`config.mk`:
```
export PLATFORM = sky130hd
export DESIGN_NAME = board_ctrl_top
export DESIGN_NICKNAME = d
export VERILOG_FILES = /design/src/reg_bus_pkg.sv /design/src/board_id_pkg.sv /design/src/board_ctrl_top.sv /design/src/led_heartbeat.sv /design/src/id_reg_bank.sv /design/src/reg_bus_arbiter.sv /design/src/ctrl_reg_port.sv /design/src/cfg_ext_port.sv
export SDC_FILE = /design/constraint.sdc
export NUM_CORES = 1
export LEC_CHECK = 0
export BUFFER_PORTS_ARGS = -buffer_cell sky130_fd_sc_hd__buf_2
export CORE_MARGIN = 3
export CORE_UTILIZATION = 30
export CTS_CLUSTER_DIAMETER = 100
export DETAILED_ROUTE_END_ITERATION = 8
export GPL_ROUTABILITY_DRIVEN = 0
export PLACE_DENSITY_LB_ADDON = 0.12
export SYNTH_ARGS = -nofsm -noshare
export SYNTH_HDL_FRONTEND = slang
export SYNTH_SLANG_ARGS = --single-unit
```
`constraint.sdc`:
```
create_clock -name clk_125mhz -period 9 [get_ports clk_125mhz]
set_input_delay 0.45 -clock clk_125mhz [delete_from_list [all_inputs] [get_ports clk_125mhz]]
set_output_delay 0.45 -clock clk_125mhz [all_outputs]
set_load 0.05 [all_outputs]
```
`src/reg_bus_pkg.sv`:
```
// Register bus widths, requester count and the VPD header word type
package reg_bus_pkg;

localparam int reg_addr_w = 10;
localparam int reg_data_w = 32;

localparam int led_w     = 4;
localparam int sfp_count = 2;

// Peer ports sharing the register bank, 0 is cfg_ext
localparam int req_count = 2;
localparam int req_idx_w = $clog2(req_count);

localparam int vpd_addr_w = 15;

// VPD capability header, seen either as one word or as its fields
typedef union packed {
    logic [reg_data_w-1:0] raw;
    struct packed {
        logic                  flag;
        logic [vpd_addr_w-1:0] addr;
        logic [7:0]            next_ptr;
        logic [7:0]            cap_id;
    } f;
} vpd_hdr_u;

endpackage

```
`src/board_id_pkg.sv`:
```
// Firmware and board ID words, register word map, VPD capability and heartbeat constants
package board_id_pkg;

// ID words, returned at words 0x00 to 0x07 in this order
localparam logic [31:0] fpga_id      = 32'h04A63093;
localparam logic [31:0] fw_id        = 32'h0000C001;
localparam logic [31:0] fw_ver       = 32'h000_01_000;
localparam logic [31:0] board_id     = 32'h1ded_0009;
localparam logic [31:0] board_ver    = 32'h001_00_000;
localparam logic [31:0] build_date   = 32'd602976000;
localparam logic [31:0] git_hash     = 32'h5f87c2e8;
localparam logic [31:0] release_info = 32'h00000000;

localparam int id_word_count = 8;
localparam int id_idx_w      = $clog2(id_word_count);

// Packed, so entry 0 is the rightmost word
localparam logic [id_word_count-1:0][31:0] id_words = {
    release_info, git_hash, build_date, board_ver,
    board_id, fw_ver, fw_id, fpga_id
};

// Word indices on the register bus
localparam int unsigned reg_idx_id_base  = 'h00;
localparam int unsigned reg_idx_led      = 'h10;
localparam int unsigned reg_idx_status   = 'h11;
localparam int unsigned reg_idx_vpd_hdr  = 'h2C;
localparam int unsigned reg_idx_vpd_data = 'h2D;

// VPD capability sits at byte offset 0xB0
localparam logic [7:0] vpd_cap_id   = 8'h03;
localparam logic [7:0] vpd_cap_next = 8'h00;

// Half period of the heartbeat at 125 MHz
localparam int unsigned hb_count_default = 62_500_000;

endpackage
```
`src/board_ctrl_top.sv`:
```
// Board management top level with register ports, arbiter, ID bank and LEDs
`timescale 1ns/1ps

module board_ctrl_top import reg_bus_pkg::*, board_id_pkg::*; #(
    parameter int unsigned hb_count = hb_count_default
) (
    input  logic                  clk_125mhz,
    input  logic                  rst_125mhz,

    input  logic                  cfg_ext_read_received,
    input  logic                  cfg_ext_write_received,
    input  logic [reg_addr_w-1:0] cfg_ext_register_number,
    input  logic [reg_data_w-1:0] cfg_ext_write_data,
    output logic [reg_data_w-1:0] cfg_ext_read_data,
    output logic                  cfg_ext_read_data_valid,

    input  logic                  ctrl_req_valid,
    output logic                  ctrl_req_ready,
    input  logic                  ctrl_req_write,
    input  logic [reg_addr_w-1:0] ctrl_req_addr,
    input  logic [reg_data_w-1:0] ctrl_req_wdata,
    output logic                  ctrl_rsp_valid,
    input  logic                  ctrl_rsp_ready,
    output logic [reg_data_w-1:0] ctrl_rsp_rdata,

    input  logic [sfp_count-1:0]  sfp_los,
    output logic [led_w-1:0]      led,
    output logic [sfp_count-1:0]  sfp_led,
    output logic                  led_hb
);

logic                  bus_req_valid [req_count];
logic                  bus_req_write [req_count];
logic [reg_addr_w-1:0] bus_req_addr  [req_count];
logic [reg_data_w-1:0] bus_req_wdata [req_count];
logic [req_count-1:0]  bus_req_ready;
logic [req_count-1:0]  bus_rsp_valid;
logic [reg_data_w-1:0] bus_rsp_rdata;

logic                  bank_valid;
logic                  bank_write;
logic [reg_addr_w-1:0] bank_addr;
logic [reg_data_w-1:0] bank_wdata;
logic [reg_data_w-1:0] bank_rdata;

// Requester 0
cfg_ext_port cfg_ext_port_inst (
    .clk_125mhz(clk_125mhz),
    .rst_125mhz(rst_125mhz),
    .cfg_ext_read_received(cfg_ext_read_received),
    .cfg_ext_write_received(cfg_ext_write_received),
    .cfg_ext_register_number(cfg_ext_register_number),
    .cfg_ext_write_data(cfg_ext_write_data),
    .cfg_ext_read_data(cfg_ext_read_data),
    .cfg_ext_read_data_valid(cfg_ext_read_data_valid),
    .bus_req_valid(bus_req_valid[0]),
    .bus_req_write(bus_req_write[0]),
    .bus_req_addr(bus_req_addr[0]),
    .bus_req_wdata(bus_req_wdata[0]),
    .bus_req_ready(bus_req_ready[0]),
    .bus_rsp_valid(bus_rsp_valid[0]),
    .bus_rsp_rdata(bus_rsp_rdata)
);

// Requester 1
ctrl_reg_port ctrl_reg_port_inst (
    .clk_125mhz(clk_125mhz),
    .rst_125mhz(rst_125mhz),
    .ctrl_req_valid(ctrl_req_valid),
    .ctrl_req_ready(ctrl_req_ready),
    .ctrl_req_write(ctrl_req_write),
    .ctrl_req_addr(ctrl_req_addr),
    .ctrl_req_wdata(ctrl_req_wdata),
    .ctrl_rsp_valid(ctrl_rsp_valid),
    .ctrl_rsp_ready(ctrl_rsp_ready),
    .ctrl_rsp_rdata(ctrl_rsp_rdata),
    .bus_req_valid(bus_req_valid[1]),
    .bus_req_write(bus_req_write[1]),
    .bus_req_addr(bus_req_addr[1]),
    .bus_req_wdata(bus_req_wdata[1]),
    .bus_req_ready(bus_req_ready[1]),
    .bus_rsp_valid(bus_rsp_valid[1]),
    .bus_rsp_rdata(bus_rsp_rdata)
);

reg_bus_arbiter reg_bus_arbiter_inst (
    .clk_125mhz(clk_125mhz),
    .rst_125mhz(rst_125mhz),
    .req_valid(bus_req_valid),
    .req_write(bus_req_write),
    .req_addr(bus_req_addr),
    .req_wdata(bus_req_wdata),
    .req_ready(bus_req_ready),
    .rsp_valid(bus_rsp_valid),
    .rsp_rdata(bus_rsp_rdata),
    .bank_valid(bank_valid),
    .bank_write(bank_write),
    .bank_addr(bank_addr),
    .bank_wdata(bank_wdata),
    .bank_rdata(bank_rdata)
);

id_reg_bank id_reg_bank_inst (
    .clk_125mhz(clk_125mhz),
    .rst_125mhz(rst_125mhz),
    .bank_valid(bank_valid),
    .bank_write(bank_write),
    .bank_addr(bank_addr),
    .bank_wdata(bank_wdata),
    .bank_rdata(bank_rdata),
    .sfp_los(sfp_los),
    .led(led)
);

led_heartbeat #(
    .hb_count(hb_count)
) led_heartbeat_inst (
    .clk_125mhz(clk_125mhz),
    .rst_125mhz(rst_125mhz),
    .sfp_los(sfp_los),
    .led_hb(led_hb),
    .sfp_led(sfp_led)
);

endmodule

```
`src/led_heartbeat.sv`:
```
// Heartbeat LED down-counter and SFP link LED drive
`timescale 1ns/1ps

module led_heartbeat import reg_bus_pkg::*, board_id_pkg::*; #(
    parameter int unsigned hb_count = hb_count_default
) (
    input  logic                 clk_125mhz,
    input  logic                 rst_125mhz,

    input  logic [sfp_count-1:0] sfp_los,
    output logic                 led_hb,
    output logic [sfp_count-1:0] sfp_led
);

logic [$clog2(hb_count+1)-1:0] hb_cnt;
logic                          hb_reg;

// LED lit during reset, off after the first toggle
assign led_hb = !hb_reg;

// Lit while the link is down
assign sfp_led = sfp_los;

always_ff @(posedge clk_125mhz) begin
    if (hb_cnt == '0) begin
        hb_cnt <= hb_count[$bits(hb_cnt)-1:0];
        hb_reg <= !hb_reg;
    end else begin
        hb_cnt <= hb_cnt - 1'b1;
    end

    if (rst_125mhz) begin
        hb_cnt <= '0;
        hb_reg <= 1'b0;
    end
end

endmodule

```
`src/id_reg_bank.sv`:
```
// Register decode with ID words, LED and SFP status registers and the VPD engine
`timescale 1ns/1ps

module id_reg_bank import reg_bus_pkg::*, board_id_pkg::*; (
    input  logic                  clk_125mhz,
    input  logic                  rst_125mhz,

    input  logic                  bank_valid,
    input  logic                  bank_write,
    input  logic [reg_addr_w-1:0] bank_addr,
    input  logic [reg_data_w-1:0] bank_wdata,
    output logic [reg_data_w-1:0] bank_rdata,

    input  logic [sfp_count-1:0]  sfp_los,
    output logic [led_w-1:0]      led
);

logic [led_w-1:0]      led_reg;
logic [vpd_addr_w-1:0] vpd_addr;
logic                  vpd_flag;
logic                  vpd_load;
logic [reg_data_w-1:0] vpd_data;

vpd_hdr_u hdr_wr;
vpd_hdr_u hdr_rd;

logic                  wr_en;
logic [reg_addr_w-1:0] id_off;
logic [reg_data_w-1:0] rd_mux;

assign led    = led_reg;
assign wr_en  = bank_valid && bank_write;
assign id_off = bank_addr - reg_addr_w'(reg_idx_id_base);

assign hdr_wr     = bank_wdata;
assign hdr_rd.raw = {vpd_flag, vpd_addr, vpd_cap_next, vpd_cap_id};

always_comb begin
    rd_mux = '0;
    if (id_off < reg_addr_w'(id_word_count)) begin
        rd_mux = id_words[id_off[id_idx_w-1:0]];
    end else begin
        case (bank_addr)
            reg_addr_w'(reg_idx_led):      rd_mux[led_w-1:0] = led_reg;
            reg_addr_w'(reg_idx_status):   rd_mux[sfp_count-1:0] = sfp_los;
            reg_addr_w'(reg_idx_vpd_hdr):  rd_mux = hdr_rd.raw;
            reg_addr_w'(reg_idx_vpd_data): rd_mux = vpd_data;
            default:                       rd_mux = '0;
        endcase
    end
end

always_ff @(posedge clk_125mhz) begin
    // Writes answer with zero
    bank_rdata <= (bank_valid && !bank_write) ? rd_mux : '0;

    // Fetch cycle of a VPD read
    if (vpd_load) begin
        vpd_data <= id_words[vpd_addr[id_idx_w+1:2]];
        vpd_flag <= 1'b1;
        vpd_load <= 1'b0;
    end

    if (wr_en && bank_addr == reg_addr_w'(reg_idx_led)) begin
        led_reg <= bank_wdata[led_w-1:0];
    end

    // Flag set on write means a VPD write, not supported
    if (wr_en && bank_addr == reg_addr_w'(reg_idx_vpd_hdr) && !hdr_wr.f.flag) begin
        vpd_addr <= hdr_wr.f.addr;
        vpd_flag <= 1'b0;
        vpd_load <= 1'b1;
    end

    if (rst_125mhz) begin
        led_reg  <= '1;
        vpd_addr <= '0;
        vpd_flag <= 1'b0;
        vpd_load <= 1'b0;
        vpd_data <= '0;
    end
end

endmodule

```
`src/reg_bus_arbiter.sv`:
```
// Round-robin arbiter for the shared register bank and read data return
`timescale 1ns/1ps

module reg_bus_arbiter import reg_bus_pkg::*; (
    input  logic                  clk_125mhz,
    input  logic                  rst_125mhz,

    input  logic                  req_valid [req_count],
    input  logic                  req_write [req_count],
    input  logic [reg_addr_w-1:0] req_addr  [req_count],
    input  logic [reg_data_w-1:0] req_wdata [req_count],
    output logic [req_count-1:0]  req_ready,
    output logic [req_count-1:0]  rsp_valid,
    output logic [reg_data_w-1:0] rsp_rdata,

    output logic                  bank_valid,
    output logic                  bank_write,
    output logic [reg_addr_w-1:0] bank_addr,
    output logic [reg_data_w-1:0] bank_wdata,
    input  logic [reg_data_w-1:0] bank_rdata
);

logic                 grant_found;
logic [req_idx_w-1:0] grant_idx;
logic [req_idx_w-1:0] last_served;
logic                 inflight;

// Search starts one past the port served last
always_comb begin
    grant_found = 1'b0;
    grant_idx   = last_served;
    for (int k = 1; k <= req_count; k++) begin
        if (!grant_found && req_valid[(int'(last_served) + k) % req_count]) begin
            grant_found = 1'b1;
            grant_idx   = req_idx_w'((int'(last_served) + k) % req_count);
        end
    end
end

assign req_ready = grant_found ? (req_count'(1) << grant_idx) : '0;

assign bank_valid = grant_found;
assign bank_write = req_write[grant_idx];
assign bank_addr  = req_addr[grant_idx];
assign bank_wdata = req_wdata[grant_idx];

// Last-served pointer also names the owner of the access in flight
assign rsp_valid = inflight ? (req_count'(1) << last_served) : '0;
assign rsp_rdata = bank_rdata;

always_ff @(posedge clk_125mhz) begin
    inflight <= grant_found;
    if (grant_found) begin
        last_served <= grant_idx;
    end

    if (rst_125mhz) begin
        inflight <= 1'b0;
        // Port 0 first after reset
        last_served <= req_idx_w'(req_count - 1);
    end
end

endmodule

```
`src/ctrl_reg_port.sv`:
```
// Control port with valid/ready handshakes, one request slot and a held response
`timescale 1ns/1ps

module ctrl_reg_port import reg_bus_pkg::*; (
    input  logic                  clk_125mhz,
    input  logic                  rst_125mhz,

    input  logic                  ctrl_req_valid,
    output logic                  ctrl_req_ready,
    input  logic                  ctrl_req_write,
    input  logic [reg_addr_w-1:0] ctrl_req_addr,
    input  logic [reg_data_w-1:0] ctrl_req_wdata,
    output logic                  ctrl_rsp_valid,
    input  logic                  ctrl_rsp_ready,
    output logic [reg_data_w-1:0] ctrl_rsp_rdata,

    output logic                  bus_req_valid,
    output logic                  bus_req_write,
    output logic [reg_addr_w-1:0] bus_req_addr,
    output logic [reg_data_w-1:0] bus_req_wdata,
    input  logic                  bus_req_ready,
    input  logic                  bus_rsp_valid,
    input  logic [reg_data_w-1:0] bus_rsp_rdata
);

logic                  req_held;
logic                  wait_rsp;
logic                  req_write_q;
logic [reg_addr_w-1:0] req_addr_q;
logic [reg_data_w-1:0] req_wdata_q;

// One transaction at a time, until the host takes the response
assign ctrl_req_ready = !(req_held || wait_rsp || ctrl_rsp_valid);

assign bus_req_valid = req_held;
assign bus_req_write = req_write_q;
assign bus_req_addr  = req_addr_q;
assign bus_req_wdata = req_wdata_q;

always_ff @(posedge clk_125mhz) begin
    if (ctrl_req_valid && ctrl_req_ready) begin
        req_held    <= 1'b1;
        req_write_q <= ctrl_req_write;
        req_addr_q  <= ctrl_req_addr;
        req_wdata_q <= ctrl_req_wdata;
    end

    if (req_held && bus_req_ready) begin
        req_held <= 1'b0;
        wait_rsp <= 1'b1;
    end

    // Bus is free again once the data sits in the response buffer
    if (wait_rsp && bus_rsp_valid) begin
        wait_rsp       <= 1'b0;
        ctrl_rsp_valid <= 1'b1;
        ctrl_rsp_rdata <= bus_rsp_rdata;
    end

    if (ctrl_rsp_valid && ctrl_rsp_ready) begin
        ctrl_rsp_valid <= 1'b0;
    end

    if (rst_125mhz) begin
        req_held       <= 1'b0;
        wait_rsp       <= 1'b0;
        ctrl_rsp_valid <= 1'b0;
    end
end

endmodule

```
`src/cfg_ext_port.sv`:
```
// PCIe extended-config strobe capture, bus request queue and read completion
`timescale 1ns/1ps

module cfg_ext_port import reg_bus_pkg::*; (
    input  logic                  clk_125mhz,
    input  logic                  rst_125mhz,

    input  logic                  cfg_ext_read_received,
    input  logic                  cfg_ext_write_received,
    input  logic [reg_addr_w-1:0] cfg_ext_register_number,
    input  logic [reg_data_w-1:0] cfg_ext_write_data,
    output logic [reg_data_w-1:0] cfg_ext_read_data,
    output logic                  cfg_ext_read_data_valid,

    output logic                  bus_req_valid,
    output logic                  bus_req_write,
    output logic [reg_addr_w-1:0] bus_req_addr,
    output logic [reg_data_w-1:0] bus_req_wdata,
    input  logic                  bus_req_ready,
    input  logic                  bus_rsp_valid,
    input  logic [reg_data_w-1:0] bus_rsp_rdata
);

// Head entry drives the bus, skid entry absorbs a back-to-back write
logic                  head_valid;
logic                  head_write;
logic [reg_addr_w-1:0] head_addr;
logic [reg_data_w-1:0] head_wdata;
logic                  skid_valid;
logic                  skid_write;
logic [reg_addr_w-1:0] skid_addr;
logic [reg_data_w-1:0] skid_wdata;

logic strobe;
logic take;
logic rsp_is_read;

assign strobe = cfg_ext_read_received || cfg_ext_write_received;
assign take   = head_valid && bus_req_ready;

assign bus_req_valid = head_valid;
assign bus_req_write = head_write;
assign bus_req_addr  = head_addr;
assign bus_req_wdata = head_wdata;

always_ff @(posedge clk_125mhz) begin
    if (take) begin
        head_valid <= skid_valid;
        head_write <= skid_write;
        head_addr  <= skid_addr;
        head_wdata <= skid_wdata;
        skid_valid <= 1'b0;
    end

    if (strobe) begin
        if (!head_valid || (take && !skid_valid)) begin
            head_valid <= 1'b1;
            head_write <= cfg_ext_write_received;
            head_addr  <= cfg_ext_register_number;
            head_wdata <= cfg_ext_write_data;
        end else begin
            skid_valid <= 1'b1;
            skid_write <= cfg_ext_write_received;
            skid_addr  <= cfg_ext_register_number;
            skid_wdata <= cfg_ext_write_data;
        end
    end

    // Only reads complete towards the host
    rsp_is_read <= take && !head_write;
    cfg_ext_read_data_valid <= bus_rsp_valid && rsp_is_read;
    if (bus_rsp_valid && rsp_is_read) begin
        cfg_ext_read_data <= bus_rsp_rdata;
    end

    if (rst_125mhz) begin
        head_valid <= 1'b0;
        skid_valid <= 1'b0;
        rsp_is_read <= 1'b0;
        cfg_ext_read_data_valid <= 1'b0;
    end
end

endmodule

```
; ---- Word level (Yosys, flattened, before mapping)
; Memories as Yosys holds them, arrays and structs flattened. A register that Yosys moved wholly into a read port is not among the register bits.
; Index checks and enable logic that the tools add are counted.
[word_totals]
reg_bits = 282
mem_bits_ro = 512
out_inout_bits = 74
memories = 2
[op_classes]
add_sub_neg = 3
magnitude_cmp = 5
eq_ne = 4
shift = 2
n_mux = 43
n_bitwise = 6
n_reduce_logical = 33
[mem_list]
columns = name, depth, width, rd, rd_clocked_by_memory_dff, write_ports, line_no
row1 = (name not given), 8, 32, 1, 0, 0, id_reg_bank.sv:41  ; rd_mux = id_words[id_off[id_idx_w-1:0]];
row2 = (name not given), 8, 32, 1, 1, 0, id_reg_bank.sv:59  ; vpd_data <= id_words[vpd_addr[id_idx_w+1:2]];
[op_table]
columns = operator, n
row1 = $mux W32, 8
row2 = $ge A32 B2 Y1 const B, 2
row3 = $not A32 Y32, 2
row4 = $mux W10, 6
row5 = $pmux W28 S2, 1
row6 = $logic_not A26 Y1, 1
row7 = $mux W26, 1
row8 = $sub A26 B1 Y26 const B, 1
row9 = $mux W1, 23
row10 = $eq A10 B5 Y1 const B, 2
row11 = $eq A10 B6 Y1 const B, 2
row12 = $logic_and A1 B1 Y1, 14
row13 = $lt A10 B4 Y1 const B, 1
row14 = $reduce_or A2 Y1, 5
row15 = $logic_not A1 Y1, 8
row16 = $pmux W2 S4, 1
row17 = $logic_or A1 B1 Y1, 4
row18 = $lt A3 B4 Y1 const B, 1
row19 = $mux W2, 2
row20 = $pmux W2 S2, 1
row21 = $shl A1 B1 Y2 const A, 2
row22 = $add A1 B1 Y1 const B, 2
row23 = $and A1 B1 Y1 const A, 2
row24 = $ge A2 B2 Y1 const B, 1
row25 = 3 further kinds, 3

; ---- Logic depth before layout (Yosys ltp)
[logic_depth]
ltp_word = 18
ltp_mapped = 11
mapped_depth_nobuf = 9

; ---- Cells and area by module
; Synthesis repeated with hierarchy kept, for this count alone.
[unflattened]
hier_cells = 852
area_unflattened_um2 = 12062.8
[by_module_without_submodules]
columns = module, instances, cells_each, area_each_um2, seq_area_each_um2
row1 = cfg_ext_port, 1, 233, 4654.5, 3193.1
row2 = id_reg_bank, 1, 288, 2777.7, 1361.3
row3 = ctrl_reg_port, 1, 90, 2394.8, 2312.2
row4 = led_heartbeat, 1, 150, 1352.5, 540.5
row5 = reg_bus_arbiter, 1, 91, 883.3, 40.0

; ---- Worst setup path before layout
; OpenSTA, ideal clock, no wires.
[synth_timing]
path_kind = register to register
from = register reg_bus_arbiter_inst.last_served
to = register id_reg_bank_inst.vpd_addr[10]
setup_ns = 0.129
arrival_ns = 3.022
required_time_ns = 8.871
setup_slack_ns = 5.849
stages_incl_launch_ff = 12
path_buffers = 3
period_less_slack_ns = 3.151
path_cell_list = dfxtp_1 -> clkbuf_1 -> nand2_1 -> o21ai_1 -> clkbuf_1 -> mux2i_1 -> ha_1 -> a21boi_1 -> a31oi_1 -> clkbuf_1 -> nand2_1 -> o21ai_0
[synth_between]
elab_chain_len = 16
word_cells_on_any_way = 31
[synth_rtl]
columns = element, line_no
row1 = "start, declared", reg_bus_arbiter.sv:25  ; logic [req_idx_w-1:0] last_served;
row2 = "start signal, assigned", reg_bus_arbiter.sv:54  ; last_served <= grant_idx;
row3 = "start signal, assigned", reg_bus_arbiter.sv:60  ; last_served <= req_idx_w'(req_count - 1);
row4 = $add A1 B1 Y1, "reg_bus_arbiter.sv:33, reg_bus_arbiter.sv:35"
row5 = $not A32 Y32 (implied by the code), reg_bus_arbiter.sv:33  ; if (!grant_found && req_valid[(int'(last_served) + k) % req_count]) begin
row6 = $mux W1 (implied by the code) (3 in series), reg_bus_arbiter.sv:33
row7 = $mux W1, reg_bus_arbiter.sv:33
row8 = $logic_not A1 Y1, reg_bus_arbiter.sv:33
row9 = $logic_and A1 B1 Y1, reg_bus_arbiter.sv:33
row10 = $mux W1, reg_bus_arbiter.sv:33
row11 = $not A1 Y2 (implied by the code), "reg_bus_arbiter.sv:43, reg_bus_arbiter.sv:44, reg_bus_arbiter.sv:45"
row12 = $mux W10 (implied by the code) or $mux W1 (tied branches) (3 in series), "reg_bus_arbiter.sv:44, reg_bus_arbiter.sv:43"
row13 = $eq A10 B6 Y1 or $logic_and A1 B1 Y1 (tied branches), "id_reg_bank.sv:69, id_reg_bank.sv:32"
row14 = $logic_and A1 B1 Y1 (2 in series), id_reg_bank.sv:69  ; if (wr_en && bank_addr == reg_addr_w'(reg_idx_vpd_hdr) && !hdr_wr.f.flag) begin
row15 = "end signal, assigned", id_reg_bank.sv:70  ; vpd_addr <= hdr_wr.f.addr;
row16 = "end, declared", id_reg_bank.sv:19  ; logic [vpd_addr_w-1:0] vpd_addr;
; Parallel ways exist; a longest one is shown, timed or not. The select of a mux whose other input is x is not followed.
; A chain may end at the register's enable or synchronous reset.

; ---- Worst setup path in the final report
[layout_timing]
from = register reg_bus_arbiter_inst.last_served
to = register id_reg_bank_inst.vpd_addr[4]
; Same word-level chain as after synthesis.

==> results.yml <==
critical_path:
  crit_slowest_cell: "nand4b_1"
  worstRegToRegCells: 8
  cp.buffers_inverters: 1
  r2r_slack_ns: 5.08
  crit_path_start: "reg_bus_arbiter_inst.last_served"
  cp-endpoint: "id_reg_bank_inst.vpd_addr[4]"
  worst_r2r_endpoint: "id_reg_bank_inst.vpd_addr[4]"
  cp_cell_sequence: "nand2_1, o21ai_2, buf_4, mux2i_1, ha_1, a21boi_1, nand4b_1, o21ai_0"
  cp.required_ns: 9.46
  crit_cells: 8
  worst_setup_path_start_kind: "flip-flop"
  worstPathArrival_ns: 4.37
  end_kind: "flip-flop"
  critical_path.max_fanout: 25
  max_stage_delay_ns: 0.62
  rr_startpoint: "reg_bus_arbiter_inst.last_served"
  crit_type: "flip-flop to flip-flop"
  crit_family: "compound AO/OA/AOI/OAI gates"
floorplan:
  die_width_um: 184
  core_sq_mm: 0.0308
  io_pins: 167
  die_area_sq_mm: 0.0337
  rows: 64
  die-height_um: 184
  start_util_pct: 30.7
global_route:
  grt_pass1_vias: 6030
  grt_max_degree: 61
  gr-total-overflow: 0
  grt_antenna_before_repair: 0
  grt_util_all_layers_pct: 13.0
  grt_first_pass_wirelength_um: 34700
yosys:
  synth_top_family_by_area: "simple AND/OR/NAND/NOR gates"
  synthXorXnorAreaFrac_pct: 1.76
  netlist_instances: 779
  synth-adder-area-share_pct: 1.19
  ys_seq_elements: 255
  synth_cell_types: 54
  synth_nets: 881
  synth-compound-area-share_pct: 9.93
  syn_avg_cell_area_sq_um: 12.2
  synth.largest_area_cell: "edfxtp_1"
  ys_seq_area_share_pct: 66.6
  synth_mux_area_share_pct: 6.28
  synth_top_area_share_pct: 38.1
  ys_top_cells_by_area: "edfxtp_1, dfxtp_1, mux2i_1"
  yosys.area_share.simple_pct: 11.4
  ys.warnings.count: 0
  synthesis.area_sq_mm: 0.00947
power:
  combPwrFrac_pct: 13.8
  intPower_mw: 2.19
  power.share.clock_pct: 41.0
  p_sw_uw: 780
  p_leak_nw: 4.49
  p_per_area_mw_per_mm2: 257
  vdd_drop_max_uv: 173
  swShare_pct: 26.3
  power.share.sequential_pct: 45.3
  p_total_mw: 2.97
sta:
  setup_viol_count_final: 0
  layout_worst_path_cycle_share_pct: 43.5
  tightest_slew_ns: 1.14
  relSlewSlack_pct: 23.9
  rsz0062_at_grt: "false"
  min_period_ns: 3.92
  hold_viol: 0
  max_clock_freq_mhz: 255
  tns_ns: 0
  fin_ws_ns: 5.08
  drv_slew: 0
  finClkSkew_ns: 0.00838
final_layout:
  nets: 1018
  layout_common_cells: "buf_2, dfxtp_1, edfxtp_1, nand2_1, nor2_1"
  num_antenna_cells: 0
  area_delta_synth_final_pct: 22.2
  layout_commonest_cell: "buf_2"
  top_regs: "cfg_ext_port_inst.cfg_ext_read_data (29), ctrl_reg_port_inst.ctrl_rsp_rdata (29), id_reg_bank_inst.bank_rdata (29)"
  drive_gt1_share_pct: 23.8
  fillerInstances: 3041
route:
  viasPerCell: 4.58
  drt_iter0_drc: 331
  drt_wl_total_um: 22200
  wl_per_cell_um: 16.6
  dr.pass1.iters: 4
  vias: 6124
  ant_nets: 0
  drc_errors: 0
clock_tree:
  ctsHoldBuffers: 0
  clock-sinks: 255
  post_cts_buffers: 0
  h-tree-depth: 1
  clockBufferDepth: 3
  clk_pin_slew_ns: 0.06
  cts_tree: "yes"
  root_buffer: "clkbuf_16"
  clk_latency_ns: 0.55
  cts_resized: 0
  cts_inserted_buffers: 30
hold_path:
  hp-start: "ctrl_req_wdata[22]"
  hold_class: "primary input to flip-flop"
status:
  outcome: "finished, final reports clean"
place:
  numPortBuffers: 142
  hpwl_um: 15000
  dp_slack_ns: 5.06
job:
  cap_violations: 0
## layer usage
layer | wire [um] | GRT usage (%) | part of all wire, %
met4 | 562 | 3.53 | 2.5
met2 | 9650 | 20.0 | 43
met3 | 1250 | 2.63 | 5.6
met5 | 0 | 0 | 0
met1 | 10700 | 18.9 | 48
## synth_stat cells (all sizes together)
master / number
nor3b: 2
or3: 4
nor3: 12
nand4: 2
o21a: 3
inv: 11
or4: 6
buf: 13
nand2b: 16
o41a: 1
ha: 9
a32oi: 3
o21ai: 61
a21o: 14
nand3b: 4
a22oi: 2
a21boi: 4
a21bo: 1
or2: 3
o31ai: 4
nand2: 77
a21oi: 33
nor4b: 1
a22o: 7
and3: 5
a31oi: 2
nor2: 62
nor4: 4
mux2i: 56
mux2: 3
nand4b: 1
and2: 7
or4b: 3
nand3: 17
o22a: 1
xnor2: 12
edfxtp: 120
clkbuf: 34
xor2: 7
o22ai: 3
dfxtp: 135
a311oi: 9
a221oi: 1
o211ai: 4
## area by class of cell
cell class | count | area [sq um] | share of cell area (%)
clock buffers | 37 | 848 | 7.33
clock inverters | 19 | 171 | 1.48
inverters | 11 | 41.3 | 0.357
multi-input cells | 466 | 2920 | 25.2
flip-flops and latches | 255 | 6310 | 54.5
well taps | 396 | 495 | 4.28
repair buffers | 152 | 786 | 6.79
## stage by stage
step / area, sq um / util, % / hold WS, ns / instances
global placement: 10500 / 34.2 / 0.408 / 1280
floorplan: 9470 / - / 0.404 / 779
detailed placement: 10500 / 34.2 / 0.415 / 1280
finish: 11600 / 37.5 / 0.0743 / 1336
global route: 11600 / 37.5 / 0.0495 / 1336
CTS: 11600 / 37.5 / 0.0420 / 1336
## cells by family (layout without fill, tap and decap cells)
group	count (synthesis)	after routing
flip-flops	255	255
buffers and inverters	58	219
adder cells (fa/ha/maj)	9	9
AO/OA/AOI/OAI	153	153
multiplexers	59	59
XOR/XNOR	19	19
AND/OR/NAND/NOR	226	226
## power by group through the flow
stage	Clock, mW	Combinational [mW]	Sequential, mW
floorplan	0	0.319	1.36
global placement	0	0.414	1.37
detailed placement	0	0.413	1.37
CTS	1.26	0.415	1.35
global route	1.31	0.464	1.36
finish	1.22	0.409	1.34
## how the worst min path moves through the flow
stage / endpoint / slack [ns] / cells after the start
after floorplan: cfg_ext_port_inst.cfg_ext_read_data[0] / 0.40 / 0
after global placement: cfg_ext_port_inst.cfg_ext_read_data[9] / 0.41 / 0
after detailed placement: cfg_ext_port_inst.cfg_ext_read_data[13] / 0.41 / 0
after CTS: ctrl_reg_port_inst.bus_req_addr[8] / 0.04 / 1
after global routing: ctrl_reg_port_inst.bus_req_addr[8] / 0.05 / 1
final: ctrl_reg_port_inst.bus_req_wdata[22] / 0.07 / 1
(Power assumes the default switching activity.)
